`src/mult_consts.svh`:
```
`ifndef MULT_CONSTS_SVH
`define MULT_CONSTS_SVH

// operand and result width of the unit
`define MULT_XLEN 32

// subword sizes used by the short datapath and the dot products
`define MULT_HALF 16
`define MULT_BYTE 8

// shift immediate of MUL_I / MUL_IR
`define MULT_IMM_W 5

// width of the operator encoding
`define MULT_OP_W 3

// realignment shift applied in MULH steps 0 and 2
`define MULT_MULH_SHIFT 16

`endif

```
`src/mult_pkg.sv`:
```
`include "mult_consts.svh"

package mult_pkg;

  // operator encoding, matches the decoder of the core
  typedef enum logic [`MULT_OP_W-1:0] {
    MUL_MAC32 = 3'b000,
    MUL_MSU32 = 3'b001,
    MUL_I     = 3'b010,
    MUL_IR    = 3'b011,
    MUL_DOT8  = 3'b100,
    MUL_DOT16 = 3'b101,
    MUL_H     = 3'b110
  } mult_op_e;

  // one operand word, seen as bytes or as halfwords
  typedef union packed {
    logic [`MULT_XLEN/`MULT_BYTE-1:0][`MULT_BYTE-1:0] b;
    logic [`MULT_XLEN/`MULT_HALF-1:0][`MULT_HALF-1:0] h;
  } simd_word_u;

  // complete request as issued by the EX stage
  typedef struct packed {
    mult_op_e               op;
    // high halves for MUL_I / MUL_IR
    logic                   short_subword;
    // bit 0 for A, bit 1 for B
    logic [1:0]             short_signed;
    // bit 1 for A, bit 0 for B
    logic [1:0]             dot_signed;
    logic [`MULT_IMM_W-1:0] imm;
    simd_word_u             op_a;
    simd_word_u             op_b;
    simd_word_u             op_c;
  } mult_req_t;

  // controls of the 16x16 short datapath
  typedef struct packed {
    // a MULH step owns the datapath
    logic                   active;
    logic                   round_en;
    logic [`MULT_IMM_W-1:0] imm;
    // bit 0 picks the A half, bit 1 the B half
    logic [1:0]             subword;
    logic [1:0]             signed_sel;
    logic                   shift_arith;
    // saved carry, extends op_c during MULH
    logic                   carry;
  } short_ctl_t;

endpackage

```
`src/dot_mult.sv`:
```
`timescale 1ns/1ps
`include "mult_consts.svh"

module dot_mult import mult_pkg::*; (
  input  mult_req_t             req_i,
  output logic [`MULT_XLEN-1:0] dot8_o,
  output logic [`MULT_XLEN-1:0] dot16_o
);

  localparam int NB = `MULT_XLEN / `MULT_BYTE;
  localparam int NH = `MULT_XLEN / `MULT_HALF;

  // 9x9 lanes for bytes, 17x17 lanes for halfwords
  logic [NB-1:0][`MULT_BYTE:0]     char_a;
  logic [NB-1:0][`MULT_BYTE:0]     char_b;
  logic [NB-1:0][2*`MULT_BYTE+1:0] char_mul;
  logic [NH-1:0][`MULT_HALF:0]     half_a;
  logic [NH-1:0][`MULT_HALF:0]     half_b;
  logic [NH-1:0][2*`MULT_HALF+1:0] half_mul;

  ////////////////////////////////////////////////////////////////////////////
  // byte lanes
  ////////////////////////////////////////////////////////////////////////////

  always_comb begin
    for (int i = 0; i < NB; i++) begin
      // dot_signed bit 1 extends A, bit 0 extends B
      char_a[i]   = {req_i.dot_signed[1] & req_i.op_a.b[i][`MULT_BYTE-1], req_i.op_a.b[i]};
      char_b[i]   = {req_i.dot_signed[0] & req_i.op_b.b[i][`MULT_BYTE-1], req_i.op_b.b[i]};
      char_mul[i] = $signed(char_a[i]) * $signed(char_b[i]);
    end
  end

  always_comb begin
    dot8_o = req_i.op_c;
    for (int i = 0; i < NB; i++) begin
      // 18-bit products are exact, sign extend into the sum
      dot8_o = dot8_o + `MULT_XLEN'($signed(char_mul[i]));
    end
  end

  ////////////////////////////////////////////////////////////////////////////
  // halfword lanes
  ////////////////////////////////////////////////////////////////////////////

  always_comb begin
    for (int i = 0; i < NH; i++) begin
      half_a[i]   = {req_i.dot_signed[1] & req_i.op_a.h[i][`MULT_HALF-1], req_i.op_a.h[i]};
      half_b[i]   = {req_i.dot_signed[0] & req_i.op_b.h[i][`MULT_HALF-1], req_i.op_b.h[i]};
      half_mul[i] = $signed(half_a[i]) * $signed(half_b[i]);
    end
  end

  always_comb begin
    dot16_o = req_i.op_c;
    for (int i = 0; i < NH; i++) begin
      // only the low word of each product reaches the result
      dot16_o = dot16_o + half_mul[i][`MULT_XLEN-1:0];
    end
  end

endmodule

```
`config.mk`:
```
export PLATFORM = sky130hd
export DESIGN_NAME = dot_mult
export DESIGN_NICKNAME = d
export VERILOG_FILES = /design/src/mult_pkg.sv /design/src/dot_mult.sv
export VERILOG_INCLUDE_DIRS = /design/src /design/src/src
export SDC_FILE = /design/constraint.sdc
export NUM_CORES = 2
export LEC_CHECK = 0
export ABC_AREA = 1
export BUFFER_PORTS_ARGS = -buffer_cell sky130_fd_sc_hd__buf_2
export CELL_PAD_IN_SITES_DETAIL_PLACEMENT = 1
export CELL_PAD_IN_SITES_GLOBAL_PLACEMENT = 1
export CORE_MARGIN = 5
export CORE_UTILIZATION = 50
export DETAILED_ROUTE_END_ITERATION = 12
export PLACE_DENSITY = 0.95
export SYNTH_ARGS = -nofsm -noshare
export SYNTH_HDL_FRONTEND = slang
export SYNTH_SLANG_ARGS = --single-unit
```
`constraint.sdc`:
```
create_clock -name vclk -period 10.64
set_input_delay 0 -clock vclk [all_inputs]
set_output_delay 0 -clock vclk [all_outputs]
set_load 0.03 [all_outputs]
```
==> results.ini <==
[status]
status = complete, no violations

[routing]
dr_total_vias = 31648
first_pass_iters = 7
drcViolationCount = 0
detail-route-antenna-nets = 0
wl_per_cell_um = 28.0
viasPerCell = 5.81
initialDrtViolationCount = 2570
totalWireLength_um = 153000

[synth]
ys_seq_area_share_pct = 0
synth.area.top_cells = fa_1, inv_1, ha_1
syn_inst = 4440
yosysWarningCount = 0
yosys.area.top_type = fa_1
avgSynthCellArea_um2 = 8.40
synth_nets = 5905
netlist-cell-type-count = 38
synth_top_cell_area_share_pct = 53.3
syn_area_mm2 = 0.0373

[final_layout]
nNetsFinal = 5941
nClkBuffers = 0
drive_gt1_share_pct = 4.34
nFlopsAndLatches = 0
nFillCells = 9107
final_util_pct = 52.4
syn2layout_area_growth_pct = 4.26
seqCellArea_um2 = 0

[timing]
relSlewSlack_pct = 20.1
holdWs_ns = 0.569
drv_slew = 0
fmax_ghz = 0.0986
hold_violations = 0
period_share_pct = 95.3
setup_ws_ns = 0.502
tightestPinTransition_ns = 1.19
fin_crit_ns = 10.14
tns_ns = 0
finalSetupViolations = 0

[hold_path]
whs_endpoint = dot16_o[0]
min_path_cells = 4
hold_path_class = primary input to output port
holdCritStartpoint = req_i[0]

[floorplan]
io_pins = 173
die_h_um = 283
die_w_um = 283
fp-row-count = 100
initial_core_util_pct = 50.2
core_area_mm2 = 0.0742
dieArea_mm2 = 0.0801

[placed_design]
port_buffers = 162
gp_congestion = 0.919
dp_hpwl_um = 135000
dp_slack_ns = 0.466

[critical_path]
startpoint_type = primary input
cp.arrival_ns = 10.14
cpPeakStageDelay_ns = 0.95
crit_fanout = 18
crit_required_ns = 10.64
crit_path_top_delay_cell = xnor2_1
worstSetupPathType = primary input to output port
endpoint_kind = output port

[grt]
grt_pass1_wl_um = 230000
grt_pass1_vias = 38708
grt_max_degree = 21
overflow = 0
antenna_found_initial = 4
grtUsageTotal_pct = 38.0

[flow_run]
cap_violations = 0

[clock_tree]
cts_setup_buffers = 0

routing by layer:
layer	vias to the layer above	GRT usage, %	share of wire, %
met5	-	0	0.0079
met4	2	33.2	12
met3	1068	9.17	8.7
met2	2163	64.5	48
met1	15934	39.4	32
li1	12481	-	-
worst max path at each step:
| stage | from | endpoint | slack [ns] | cells after the start |
|---|---|---|---|---|
| after floorplan | req_i[47] | dot8_o[27] | 2.43 | 32 |
| after global placement | req_i[79] | dot8_o[31] | 1.21 | 36 |
| after detailed placement | req_i[79] | dot8_o[27] | 0.47 | 33 |
| after CTS | req_i[79] | dot8_o[27] | 0.45 | 33 |
| after global routing | req_i[79] | dot8_o[29] | -0.03 | 33 |
| final | req_i[79] | dot8_o[31] | 0.50 | 34 |
stage by stage:
step                cell area (um^2)  cells
global route                   38900   5444
global placement               38800   5443
detailed placement             38800   5443
floorplan                      37300   4440
CTS                            38800   5443
finish                         38900   5448
cell usage after synthesis (3+ instances only):
cell and number:
a21o_1 18, a21oi_1 108, a31oi_1 3, buf_1 4
buf_2 3, clkbuf_1 124, fa_1 992, ha_1 364
inv_1 1526, nand2_1 836, nand3_1 63, nand3b_1 9
nand4_1 8, nor2_1 133, nor3_1 15, nor4_1 3
o21a_1 6, o21ai_0 43, o21ai_1 4, o21bai_1 9
or2_2 15, xnor2_1 64, xor2_1 71
worst max-delay path, delay by kind of cell:
kind            cells  cell delay (ns)
xor+xnor            1             0.95
compound gates      4             0.89
buf+inv             9             1.85
fa+ha+maj          10             4.93
simple gates       10             1.47
cell usage in the layout, fill, tap and decap left out, types with 43 or more instances in the layout:
cell type / synthesis / final
inv_1: 1526 / 1526
fa_1: 992 / 992
nand2_1: 836 / 835
ha_1: 364 / 364
buf_2: 3 / 162
nor2_1: 133 / 133
a21oi_1: 108 / 108
xor2_1: 71 / 70
nand3_1: 63 / 63
xnor2_1: 64 / 62
o21ai_0: 43 / 43
cells by family (layout without fill, tap and decap cells):
kind of cell               count (synthesis)  after routing  synth area share, %
buffers and inverters                   1660           1694                 16.7
xor gates and xnor gates                 135            135                 3.17
adders and majority gates               1356           1356                 65.5
and+or+nand+nor                         1089           1089                 11.6
other                                      0              5                    0
AOI/OAI and AO/OA                        200            200                 2.99
final cells by class:
| type | count | area, um^2 | share of cell area (%) |
|---|---|---|---|
| multi-input cells | 2780 | 31100 | 79.9 |
| inverters | 1527 | 5730 | 14.7 |
| well taps | 969 | 1210 | 3.12 |
| repair buffers | 167 | 848 | 2.18 |
| diodes | 5 | 12.5 | 0.0322 |
repair_timing:
item                                    CTS  global route
hold buffers                              0             0
endpoints found under the setup margin    0             6
resized for setup                         0             3
