--- src/mult_consts.svh ---
`ifndef MULT_CONSTS_SVH
`define MULT_CONSTS_SVH

// operand and result width of the unit
`define MULT_XLEN 32

// subword sizes used by the short datapath and the dot products
`define MULT_HALF 16
`define MULT_BYTE 8

// shift immediate of MUL_I / MUL_IR
`define MULT_IMM_W 5

// width of the operator encoding
`define MULT_OP_W 3

// realignment shift applied in MULH steps 0 and 2
`define MULT_MULH_SHIFT 16

`endif

--- src/mult_pkg.sv ---
`include "mult_consts.svh"

package mult_pkg;

  // operator encoding, matches the decoder of the core
  typedef enum logic [`MULT_OP_W-1:0] {
    MUL_MAC32 = 3'b000,
    MUL_MSU32 = 3'b001,
    MUL_I     = 3'b010,
    MUL_IR    = 3'b011,
    MUL_DOT8  = 3'b100,
    MUL_DOT16 = 3'b101,
    MUL_H     = 3'b110
  } mult_op_e;

  // one operand word, seen as bytes or as halfwords
  typedef union packed {
    logic [`MULT_XLEN/`MULT_BYTE-1:0][`MULT_BYTE-1:0] b;
    logic [`MULT_XLEN/`MULT_HALF-1:0][`MULT_HALF-1:0] h;
  } simd_word_u;

  // complete request as issued by the EX stage
  typedef struct packed {
    mult_op_e               op;
    // high halves for MUL_I / MUL_IR
    logic                   short_subword;
    // bit 0 for A, bit 1 for B
    logic [1:0]             short_signed;
    // bit 1 for A, bit 0 for B
    logic [1:0]             dot_signed;
    logic [`MULT_IMM_W-1:0] imm;
    simd_word_u             op_a;
    simd_word_u             op_b;
    simd_word_u             op_c;
  } mult_req_t;

  // controls of the 16x16 short datapath
  typedef struct packed {
    // a MULH step owns the datapath
    logic                   active;
    logic                   round_en;
    logic [`MULT_IMM_W-1:0] imm;
    // bit 0 picks the A half, bit 1 the B half
    logic [1:0]             subword;
    logic [1:0]             signed_sel;
    logic                   shift_arith;
    // saved carry, extends op_c during MULH
    logic                   carry;
  } short_ctl_t;

endpackage

--- src/mulh_ctrl.sv ---
`timescale 1ns/1ps
`include "mult_consts.svh"

module mulh_ctrl import mult_pkg::*; (
  input  logic       clk,
  input  logic       rst_n,
  input  logic       enable_i,
  input  mult_req_t  req_i,
  input  logic       ex_ready_i,
  input  logic       mac_carry_i,
  output short_ctl_t ctl_o,
  output logic       multicycle_o,
  output logic       ready_o
);

  typedef enum logic [2:0] {IDLE, STEP0, STEP1, STEP2, FINISH} mulh_state_e;

  mulh_state_e state_q;
  mulh_state_e state_d;
  logic        carry_q;
  logic        carry_save;
  logic        carry_clear;

  ////////////////////////////////////////////////////////////////////////////
  // step sequencing and datapath controls
  ////////////////////////////////////////////////////////////////////////////

  always_comb begin
    state_d           = state_q;
    ctl_o.active      = 1'b1;
    ctl_o.round_en    = 1'b0;
    ctl_o.imm         = '0;
    ctl_o.subword     = 2'b00;
    ctl_o.signed_sel  = 2'b00;
    ctl_o.shift_arith = 1'b0;
    ctl_o.carry       = carry_q;
    carry_save        = 1'b0;
    carry_clear       = 1'b0;
    multicycle_o      = 1'b0;
    ready_o           = 1'b0;

    case (state_q)
      IDLE: begin
        // plain subword multiply, controls straight from the request
        ctl_o.active      = 1'b0;
        ctl_o.round_en    = (req_i.op == MUL_IR);
        ctl_o.imm         = req_i.imm;
        ctl_o.subword     = {2{req_i.short_subword}};
        ctl_o.signed_sel  = req_i.short_signed;
        // B signed implies A signed, so bit 0 decides
        ctl_o.shift_arith = req_i.short_signed[0];
        ready_o           = 1'b1;
        if (enable_i && (req_i.op == MUL_H)) begin
          ready_o = 1'b0;
          state_d = STEP0;
        end
      end
      STEP0: begin
        // al*bl, unsigned, never carries; keep its upper half
        multicycle_o = 1'b1;
        ctl_o.imm    = `MULT_IMM_W'(`MULT_MULH_SHIFT);
        state_d      = STEP1;
      end
      STEP1: begin
        // al*bh is signed only if B is; 33-bit sum kept with carry
        multicycle_o      = 1'b1;
        ctl_o.signed_sel  = {req_i.short_signed[1], 1'b0};
        ctl_o.subword     = 2'b10;
        ctl_o.shift_arith = 1'b1;
        carry_save        = 1'b1;
        state_d           = STEP2;
      end
      STEP2: begin
        // ah*bl is signed only if A is
        multicycle_o      = 1'b1;
        ctl_o.signed_sel  = {1'b0, req_i.short_signed[0]};
        ctl_o.subword     = 2'b01;
        ctl_o.imm         = `MULT_IMM_W'(`MULT_MULH_SHIFT);
        ctl_o.shift_arith = 1'b1;
        // bits above 32 are shifted back in, no carry left over
        carry_save        = 1'b1;
        carry_clear       = 1'b1;
        state_d           = FINISH;
      end
      FINISH: begin
        // ah*bh closes the sum, result valid while held here
        ctl_o.signed_sel = req_i.short_signed;
        ctl_o.subword    = 2'b11;
        ready_o          = 1'b1;
        if (ex_ready_i) begin
          state_d = IDLE;
        end
      end
      default: begin
        state_d = IDLE;
      end
    endcase
  end

  always_ff @(posedge clk or negedge rst_n) begin
    if (!rst_n) begin
      state_q <= IDLE;
      carry_q <= 1'b0;
    end else begin
      state_q <= state_d;
      if (carry_save) begin
        carry_q <= ~carry_clear & mac_carry_i;
      end else if (ex_ready_i) begin
        // next instruction starts clean
        carry_q <= 1'b0;
      end
    end
  end

endmodule

--- config.mk ---
export PLATFORM = sky130hd
export DESIGN_NAME = mulh_ctrl
export DESIGN_NICKNAME = d
export VERILOG_FILES = /design/src/mult_pkg.sv /design/src/mulh_ctrl.sv
export VERILOG_INCLUDE_DIRS = /design/src /design/src/src
export SDC_FILE = /design/constraint.sdc
export NUM_CORES = 1
export LEC_CHECK = 0
export BUFFER_PORTS_ARGS = -buffer_cell sky130_fd_sc_hd__buf_4
export CAP_MARGIN = 20
export CORE_MARGIN = 4
export CORE_UTILIZATION = 19
export CTS_BUF_LIST = sky130_fd_sc_hd__clkbuf_8
export CTS_CLUSTER_DIAMETER = 50
export DETAILED_ROUTE_END_ITERATION = 12
export HOLD_SLACK_MARGIN = 0.03
export PLACE_DENSITY = 0.85
export SYNTH_ARGS = -nofsm -noshare
export SYNTH_HDL_FRONTEND = slang
export SYNTH_SLANG_ARGS = --single-unit
export TNS_END_PERCENT = 10
--- constraint.sdc ---
create_clock -name clk -period 2.75 [get_ports clk]
set_clock_uncertainty 0.05 [all_clocks]
set_input_delay 0.1375 -clock clk [delete_from_list [all_inputs] [get_ports clk]]
set_output_delay 0.1375 -clock clk [all_outputs]
set_load 0.05 [all_outputs]
==> flow_metrics.tcl <==
set metrics [dict create \
    status "finished, final reports clean" \
    grt_max_degree 14 \
    cts.reportedPaths.clkPinSlew_ns 0.03 \
    synth_compound_area_frac 0.187 \
    critPathMaxFanout 13 \
    criticalPathCategory "flip-flop to primary output" \
    die-area_sq_um 2790 \
    numCtsBuffers 3 \
    fp.coreArea_sq_um 1820 \
    drc 0 \
    power_density_nw_per_um2 1680 \
    synthAdderAreaFrac 0 \
    multi_input_area_sq_um 233 \
    hpwl_microns 903 \
    crit_path_top_delay_cell "dfrtp_1" \
    synth_top_family_by_area "simple AND/OR/NAND/NOR gates" \
    start_util 0.210 \
    register_area_sq_um 100 \
    root_buffer "clkbuf_8" \
    slew_violations 0 \
    num_rows 15 \
    fin_nets 188 \
    max-cap-violations 0 \
    final_cell_mix "buf_4, and2_1, nor2_1, nand2b_1, dfrtp_1" \
    numClockSinks 4 \
    syn_area_sq_um 382 \
    drt_iter0_drc 2 \
    synth_seq_area_share 0.262 \
    ys_warn_count 0 \
    hp-class "input port to flip-flop" \
    cp.required_ns 2.56 \
    diodes 0 \
    port-buffer-count 30 \
    hold_violations 0 \
    via_count 401 \
    globalRouteOverflowTotal 0 \
    drive_gt1_frac 0.542 \
    fmax_mhz 607 \
    grt_pass1_wl_mm 1.72 \
    relSlewSlack 0.707 \
    slowest_delay_ns 0.52 \
    p_leak_nw 0.330 \
    routed_wl_mm 1.08 \
    ys_ff_latch 4 \
    cp.arrival_ns 1.46 \
    tightestPinTransition_ns 0.440 \
    yosys.area_share.simple 0.400 \
    cts_tree "built" \
    crit_chain "nor3_4 > and4b_1 > buf_4" \
    startpoint_type "flip-flop" \
    track_usage 0.0852 \
    die_w_microns 52.8 \
    grt_pass1_vias 433 \
    synth_cell_types 22 \
    final_common_cell "buf_4" \
    min_period_ns 1.65 \
    gp_congestion 0.612 \
    first_pass_iters 2 \
    vdd_drop_max_v 0.000614 \
    die_y_microns 52.8 \
    avgSynthCellArea_sq_um 9.09 \
    netlist_instances 42 \
    area_growth_pct 70.8 \
    syn_nets 156 \
    htreeDepth 1 \
    power_mw 1.09 \
    fin_setup_tns_ns 0 \
    clock_latency_ns 0.22 \
    cts_max_path_buffers 2 \
    wl_per_cell_microns 11.2 \
    ff2ff_setup_slack_ns 1.64 \
    filler_cell_count 201 \
    via_per_inst 4.13 \
    period_share 0.599 \
    synth_xor_area_frac 0.0230 \
    setup_viol 0 \
    antenna_left 0 \
    rsz0062_at_grt "no" \
    io_pins 129 \
    antenna_found_initial 0 \
    cp-end-kind "primary output" \
    muxShareOfSynthArea 0 \
]
[logic make-up (layout without fill, tap and decap cells)]
family / Yosys count / after routing
flip-flops: 4 / 4
AND/OR/NAND/NOR: 20 / 20
buffers and inverters: 7 / 37
XOR/XNOR: 1 / 1
AO/OA/AOI/OAI: 10 / 10
[state kept, by name (all words and copies together) (netlist names)]
| register | cells |
|---|---|
| carry_q | 1 |
| state_q | 3 |
[power breakdown]
part / switching, mW / internal, mW
Clock: 0.0298 / 0.0932
Sequential: 0.0796 / 0.0859
Combinational: 0.537 / 0.270
Total: 0.646 / 0.449
[timing repair]
action,CTS,global route
hold buffers,1,0
resized for setup,0,0
hold endpoints to repair,4,0
setup buffers,0,0
[path summary, 6_finish.rpt]
kind,from,end,cells past startpoint
hold / removal,ex_ready_i,carry_q,3
hold reg to reg,carry_q,carry_q,2
setup / recovery,state_q[2],ctl_o[11],3
setup reg to reg,state_q[1],state_q[2],2
max in group asynchronous,rst_n,carry_q,2
min in group asynchronous,rst_n,state_q[2],2
[cell type report]
class / instances / share of cell area
clock buffer: 3 / 0.0633
inverter: 3 / 0.0173
multi-input combinational: 31 / 0.357
sequential: 4 / 0.154
tap: 25 / 0.0480
timing repair buffer: 31 / 0.361
[layer usage]
layer	vias to the layer above	global-route usage	wire, microns
met5	-	0	0
met4	0	0.0766	23
met3	3	0.0256	107
met2	20	0.143	557
met1	179	0.0831	395
li1	199	-	-
[worst max-delay path, delay by kind of cell (launching register included)]
family                 cells  cell delay [ns]
buffers and inverters      1             0.19
flip-flops                 1             0.52
AND/OR/NAND/NOR            2             0.52
[cells in the mapped netlist, drive strengths merged]
| cell type | n | area share |
|---|---|---|
| nand3b | 1 | 0.052 |
| dfrtp | 4 | 0.26 |
| inv | 3 | 0.030 |
| nor3 | 1 | 0.043 |
| a21oi | 3 | 0.039 |
| a211oi | 1 | 0.020 |
| xnor2 | 1 | 0.023 |
| or2 | 1 | 0.023 |
| nand4b | 1 | 0.023 |
| and4b | 1 | 0.026 |
| o21ai | 3 | 0.059 |
| nor2 | 4 | 0.039 |
| nand2b | 4 | 0.066 |
| o21a | 1 | 0.020 |
| nand4bb | 1 | 0.030 |
| a21boi | 2 | 0.049 |
| buf | 4 | 0.098 |
| and2 | 5 | 0.082 |
| nor2b | 1 | 0.016 |
[through the flow]
step	utilization	area [sq um]	hold slack, ns	setup slack [ns]	instances
2_1_floorplan	-	382	-0.208	1.08	42
3_3_place_gp	0.330	601	-0.116	1.33	93
3_5_place_dp	0.330	601	-0.112	1.32	93
4_1_cts	0.358	652	0.140	1.08	97
5_1_grt	0.358	652	0.155	1.00	97
6_report	0.358	652	0.141	1.10	97
No activity file was read; power rests on OpenSTA's default activity.
