<file path="config.mk">
export PLATFORM = sky130hd
export DESIGN_NAME = short_mac
export DESIGN_NICKNAME = d
export VERILOG_FILES = /design/src/mult_pkg.sv /design/src/short_mac.sv
export VERILOG_INCLUDE_DIRS = /design/src /design/src/src
export SDC_FILE = /design/constraint.sdc
export NUM_CORES = 1
export LEC_CHECK = 0
export ABC_CLOCK_PERIOD_IN_PS = 21500
export BUFFER_PORTS_ARGS = -buffer_cell sky130_fd_sc_hd__buf_2
export CAP_MARGIN = 40
export CORE_ASPECT_RATIO = 0.5
export CORE_MARGIN = 3
export CORE_UTILIZATION = 63
export DETAILED_ROUTE_END_ITERATION = 16
export PLACE_DENSITY = 0.84
export SLEW_MARGIN = 15
export SYNTH_ARGS = -nofsm -noshare
export SYNTH_HDL_FRONTEND = slang
export SYNTH_SLANG_ARGS = --single-unit
</file>
<file path="constraint.sdc">
create_clock -name vclk -period 21.5
set_input_delay 1.075 -clock vclk [all_inputs]
set_output_delay 1.075 -clock vclk [all_outputs]
set_load 0.005 [all_outputs]
</file>
<file path="src/mult_consts.svh">
`ifndef MULT_CONSTS_SVH
`define MULT_CONSTS_SVH

// operand and result width of the unit
`define MULT_XLEN 32

// subword sizes used by the short datapath and the dot products
`define MULT_HALF 16
`define MULT_BYTE 8

// shift immediate of MUL_I / MUL_IR
`define MULT_IMM_W 5

// width of the operator encoding
`define MULT_OP_W 3

// realignment shift applied in MULH steps 0 and 2
`define MULT_MULH_SHIFT 16

`endif

</file>
<file path="src/mult_pkg.sv">
`include "mult_consts.svh"

package mult_pkg;

  // operator encoding, matches the decoder of the core
  typedef enum logic [`MULT_OP_W-1:0] {
    MUL_MAC32 = 3'b000,
    MUL_MSU32 = 3'b001,
    MUL_I     = 3'b010,
    MUL_IR    = 3'b011,
    MUL_DOT8  = 3'b100,
    MUL_DOT16 = 3'b101,
    MUL_H     = 3'b110
  } mult_op_e;

  // one operand word, seen as bytes or as halfwords
  typedef union packed {
    logic [`MULT_XLEN/`MULT_BYTE-1:0][`MULT_BYTE-1:0] b;
    logic [`MULT_XLEN/`MULT_HALF-1:0][`MULT_HALF-1:0] h;
  } simd_word_u;

  // complete request as issued by the EX stage
  typedef struct packed {
    mult_op_e               op;
    // high halves for MUL_I / MUL_IR
    logic                   short_subword;
    // bit 0 for A, bit 1 for B
    logic [1:0]             short_signed;
    // bit 1 for A, bit 0 for B
    logic [1:0]             dot_signed;
    logic [`MULT_IMM_W-1:0] imm;
    simd_word_u             op_a;
    simd_word_u             op_b;
    simd_word_u             op_c;
  } mult_req_t;

  // controls of the 16x16 short datapath
  typedef struct packed {
    // a MULH step owns the datapath
    logic                   active;
    logic                   round_en;
    logic [`MULT_IMM_W-1:0] imm;
    // bit 0 picks the A half, bit 1 the B half
    logic [1:0]             subword;
    logic [1:0]             signed_sel;
    logic                   shift_arith;
    // saved carry, extends op_c during MULH
    logic                   carry;
  } short_ctl_t;

endpackage

</file>
<file path="src/short_mac.sv">
`timescale 1ns/1ps
`include "mult_consts.svh"

module short_mac import mult_pkg::*; (
  input  mult_req_t              req_i,
  input  short_ctl_t             ctl_i,
  output logic [`MULT_XLEN-1:0]  result_o,
  output logic                   mac_carry_o
);

  // 17-bit operands, 34-bit products and sums
  logic [`MULT_HALF:0]       op_a_ext;
  logic [`MULT_HALF:0]       op_b_ext;
  logic [2*`MULT_HALF+1:0]   op_c_ext;
  logic [2*`MULT_HALF+1:0]   mul;
  logic [`MULT_XLEN-1:0]     round_one;
  logic [2*`MULT_HALF+1:0]   round_val;
  logic [2*`MULT_HALF+1:0]   sum;
  logic                      msb_hi;
  logic                      msb_lo;
  logic [2*`MULT_HALF+1:0]   shifted;

  ////////////////////////////////////////////////////////////////////////////
  // halfword selection and extension
  ////////////////////////////////////////////////////////////////////////////

  assign op_a_ext[`MULT_HALF-1:0] = ctl_i.subword[0] ? req_i.op_a.h[1] : req_i.op_a.h[0];
  assign op_b_ext[`MULT_HALF-1:0] = ctl_i.subword[1] ? req_i.op_b.h[1] : req_i.op_b.h[0];

  assign op_a_ext[`MULT_HALF] = ctl_i.signed_sel[0] & op_a_ext[`MULT_HALF-1];
  assign op_b_ext[`MULT_HALF] = ctl_i.signed_sel[1] & op_b_ext[`MULT_HALF-1];

  // during MULH the saved carry is bit 32 of a signed 33-bit partial sum
  assign op_c_ext = ctl_i.active ? {ctl_i.carry, ctl_i.carry, req_i.op_c}
                                 : {{2{req_i.op_c[`MULT_XLEN-1]}}, req_i.op_c};

  ////////////////////////////////////////////////////////////////////////////
  // multiply, accumulate, round
  ////////////////////////////////////////////////////////////////////////////

  assign mul = $signed(op_a_ext) * $signed(op_b_ext);

  // half an lsb of the result, i.e. 2^(imm-1); zero for imm = 0
  assign round_one = `MULT_XLEN'(1) << ctl_i.imm;
  assign round_val = ctl_i.round_en ? {3'b000, round_one[`MULT_XLEN-1:1]} : '0;

  assign sum = op_c_ext + mul + round_val;

  // carry out of the low word, saved between MULH steps
  assign mac_carry_o = sum[`MULT_XLEN];

  ////////////////////////////////////////////////////////////////////////////
  // right shift
  ////////////////////////////////////////////////////////////////////////////

  // MULH keeps the two extra sum bits, plain ops extend from bit 31
  assign msb_hi = ctl_i.active ? sum[`MULT_XLEN+1] : sum[`MULT_XLEN-1];
  assign msb_lo = ctl_i.active ? sum[`MULT_XLEN]   : sum[`MULT_XLEN-1];

  // logical shift when not arithmetic: top bits forced to zero
  assign shifted = $signed({ctl_i.shift_arith & msb_hi,
                            ctl_i.shift_arith & msb_lo,
                            sum[`MULT_XLEN-1:0]}) >>> ctl_i.imm;

  assign result_o = shifted[`MULT_XLEN-1:0];

endmodule

</file>
==> results_dict.tcl <==
set metrics [dict create \
    nets 2530 \
    ys_seq_area_share_pct 0 \
    max_slew_margin_pct 37.01 \
    grt_first_pass_wirelength_um 76420 \
    die_area_sq_um 27550 \
    nFillCells 1889 \
    critical_path_required_ns 20.43 \
    num-clock-buffers 0 \
    synthToLayoutAreaGrowth_pct 6.687 \
    crit_path_end_kind "output port" \
    cts.hold.buffers_added 0 \
    std_cell_rows 40 \
    synth_fa_ha_area_share_pct 54.36 \
    path_class "in -> out" \
    worst_hold_class "in -> out" \
    grt_util_all_layers_pct 35.31 \
    fmax_ghz 0.08766 \
    hpwl_um 41100 \
    drt-total-wl_um 47900 \
    vias_after_detailed_routing 14144 \
    grt_pass1_vias 14318 \
    chipWidth_um 231.7 \
    timing.final.hold_violations 0 \
    synth-simple-area-share_pct 13.48 \
    whs_endpoint "result_o[31]" \
    final-setup-viol-count 0 \
    antenna_left 0 \
    ys_warn_count 0 \
    floorplan.io_pins 155 \
    antenna_cells 0 \
    grt_antenna_before_repair 0 \
    grt_start_max_net_pins 51 \
    height_of_the_die_um 118.9 \
    post_synth_main_area_contributors "sky130_fd_sc_hd__fa_1, sky130_fd_sc_hd__inv_1, sky130_fd_sc_hd__ha_1" \
    gp_congestion 0.9767 \
    sequential_cells 0 \
    post_synth.cell_area_avg_sq_um 8.743 \
    postSynthCellCount 1836 \
    layout_worst_path_cycle_share_pct 53.06 \
    detailedRoute.firstPassIterationCount 6 \
    totalNegativeSetupSlack_ns 0 \
    fp.coreArea_sq_um 24520 \
    detail_route.iter0.violations 1882 \
    worst-slew-pin-transition_ns 0.9185 \
    cp-start-kind "primary input" \
    numPortBuffers 142 \
    mappedNetlistArea_sq_um 16050 \
    run_status "complete, no violations" \
    grt_setup_unrepaired "no" \
    final_util_pct 69.84 \
    post-route-cell-area_sq_um 17130 \
    netlist-cell-type-count 85 \
    start_util_pct 65.46 \
    avgRoutedWirePerCell_um 21.14 \
    critical-path-max-stage-delay_ns 0.74 \
    post_cts_setup_repair_bufs 0 \
    min_path_cells 4 \
    seq_area_sq_um 0 \
    via_per_inst 6.242 \
    post_dp_cell_area_sq_um 17110 \
    layout_common_cells "sky130_fd_sc_hd__fa_1, sky130_fd_sc_hd__inv_1, sky130_fd_sc_hd__nand2_1" \
    muxShareOfSynthArea_pct 7.280 \
    layout.cells.most_common "sky130_fd_sc_hd__fa_1" \
    critPathTopFamily "adder cells" \
    final-max-slew-violation-count 0 \
    preCtsSetupSlack_ns 10.20 \
    arr_time_crit_path_ns 10.33 \
    critPathMostFrequentCell "sky130_fd_sc_hd__fa_1" \
    setup.worst_path.start "ctl_i[4]" \
    synth_top_area_share_pct 46.02 \
    crit_chain "buf_2, mux2_2, and2_1, nand2_1, fa_1, fa_1, inv_1, fa_1, fa_1, fa_1, fa_1, ha_1, ha_1, and3_1, a2111oi_2, a211oi_2, or2_1, o211a_1, a221oi_4, a21oi_1, o41a_1, o22a_1, buf_2" \
    worst-path-max-fanout 31 \
    synth_largest_area_cell "sky130_fd_sc_hd__fa_1" \
    cts-resized-gates 0 \
    critPathSlowestCell "sky130_fd_sc_hd__fa_1" \
    synth_compound_area_share_pct 12.07 \
    worst-path-buf-inv 3 \
    net_count_after_synthesis 2434 \
    main_combinational_cell_family_by_area_after_synthesis "adder cells" \
    layout_setup_ws_ns 10.09 \
    fin_crit_period_ns 11.41 \
    total_global_routing_overflow 0 \
    start_point_of_the_worst_hold_path "ctl_i[1]" \
    max_cap_violations 0 \
    synth_xor_area_share_pct 2.292 \
    post_route_cells_drive_above_1_share_pct 12.75 \
    detail_route.drc_violations 0 \
]
[kinds of logic after synthesis]
group / count (synthesis)
adder cells (fa/ha/maj): 476
XOR/XNOR: 42
AND/OR/NAND/NOR: 520
buffers and inverters: 443
AO/OA/AOI/OAI: 253
multiplexers: 102
[cell type report]
| type | instances | area (sq um) | share of cell area, % |
|---|---|---|---|
| repair buffers | 170 | 960.9 | 5.611 |
| multi-input cells | 1393 | 14370 | 83.89 |
| inverters | 367 | 1378 | 8.044 |
| well taps | 336 | 420.4 | 2.455 |
[cells in the mapped netlist, types with 4 or more instances]
master                       n
sky130_fd_sc_hd__a211oi_1   23
sky130_fd_sc_hd__o211a_1     5
sky130_fd_sc_hd__a21o_1     14
sky130_fd_sc_hd__a22o_1      4
sky130_fd_sc_hd__buf_2       4
sky130_fd_sc_hd__o31ai_1     4
sky130_fd_sc_hd__o21ai_0    33
sky130_fd_sc_hd__clkbuf_1   62
sky130_fd_sc_hd__a211o_1     8
sky130_fd_sc_hd__a221oi_1    4
sky130_fd_sc_hd__mux2i_1    56
sky130_fd_sc_hd__xnor2_1    29
sky130_fd_sc_hd__a221o_1     6
sky130_fd_sc_hd__a32oi_1     4
sky130_fd_sc_hd__o21a_1      8
sky130_fd_sc_hd__and3_1      6
sky130_fd_sc_hd__a31oi_1     7
sky130_fd_sc_hd__or3_1       5
sky130_fd_sc_hd__nand2_1   217
sky130_fd_sc_hd__nor2_1    201
sky130_fd_sc_hd__o221ai_1    5
sky130_fd_sc_hd__or2_2       4
sky130_fd_sc_hd__mux4_2      8
sky130_fd_sc_hd__xor2_1     13
sky130_fd_sc_hd__nor3_1     23
sky130_fd_sc_hd__inv_1     365
sky130_fd_sc_hd__o211ai_1   16
sky130_fd_sc_hd__mux2_2     38
sky130_fd_sc_hd__buf_1       6
sky130_fd_sc_hd__nor4_1      5
sky130_fd_sc_hd__a21oi_1    48
sky130_fd_sc_hd__nand3_1    21
sky130_fd_sc_hd__nand2b_1    6
sky130_fd_sc_hd__ha_1      107
sky130_fd_sc_hd__and2_1     11
sky130_fd_sc_hd__nand4_1     7
sky130_fd_sc_hd__fa_1      369
sky130_fd_sc_hd__o22a_1      4
sky130_fd_sc_hd__o22ai_1     5
[metal layers]
metal	vias up	share of wire [%]	global-route usage, %
met5	-	0	0
met4	0	3.2	8.076
met3	134	15	8.437
met2	1073	43	53.48
met1	6898	39	51.89
li1	6039	-	-
[worst max-delay path by stage]
stage                   endpoint  cells past startpoint  slack (ns)
floorplan           result_o[11]                     28       11.60
global placement    result_o[11]                     26        9.96
detailed placement  result_o[11]                     26       10.20
CTS                 result_o[11]                     24       10.20
global route        result_o[11]                     26        9.64
finish              result_o[11]                     23       10.09
[per-stage QoR]
stage               hold WS (ns)  std cells
global route               2.754       2266
floorplan                  2.413       1836
global placement           2.710       2254
finish                     2.739       2266
detailed placement         2.715       2265
CTS                        2.722       2265
Power is left out: the tool's default activity adds up to more than one toggle a clock period on the data nets, which glitch-free logic cannot reach.
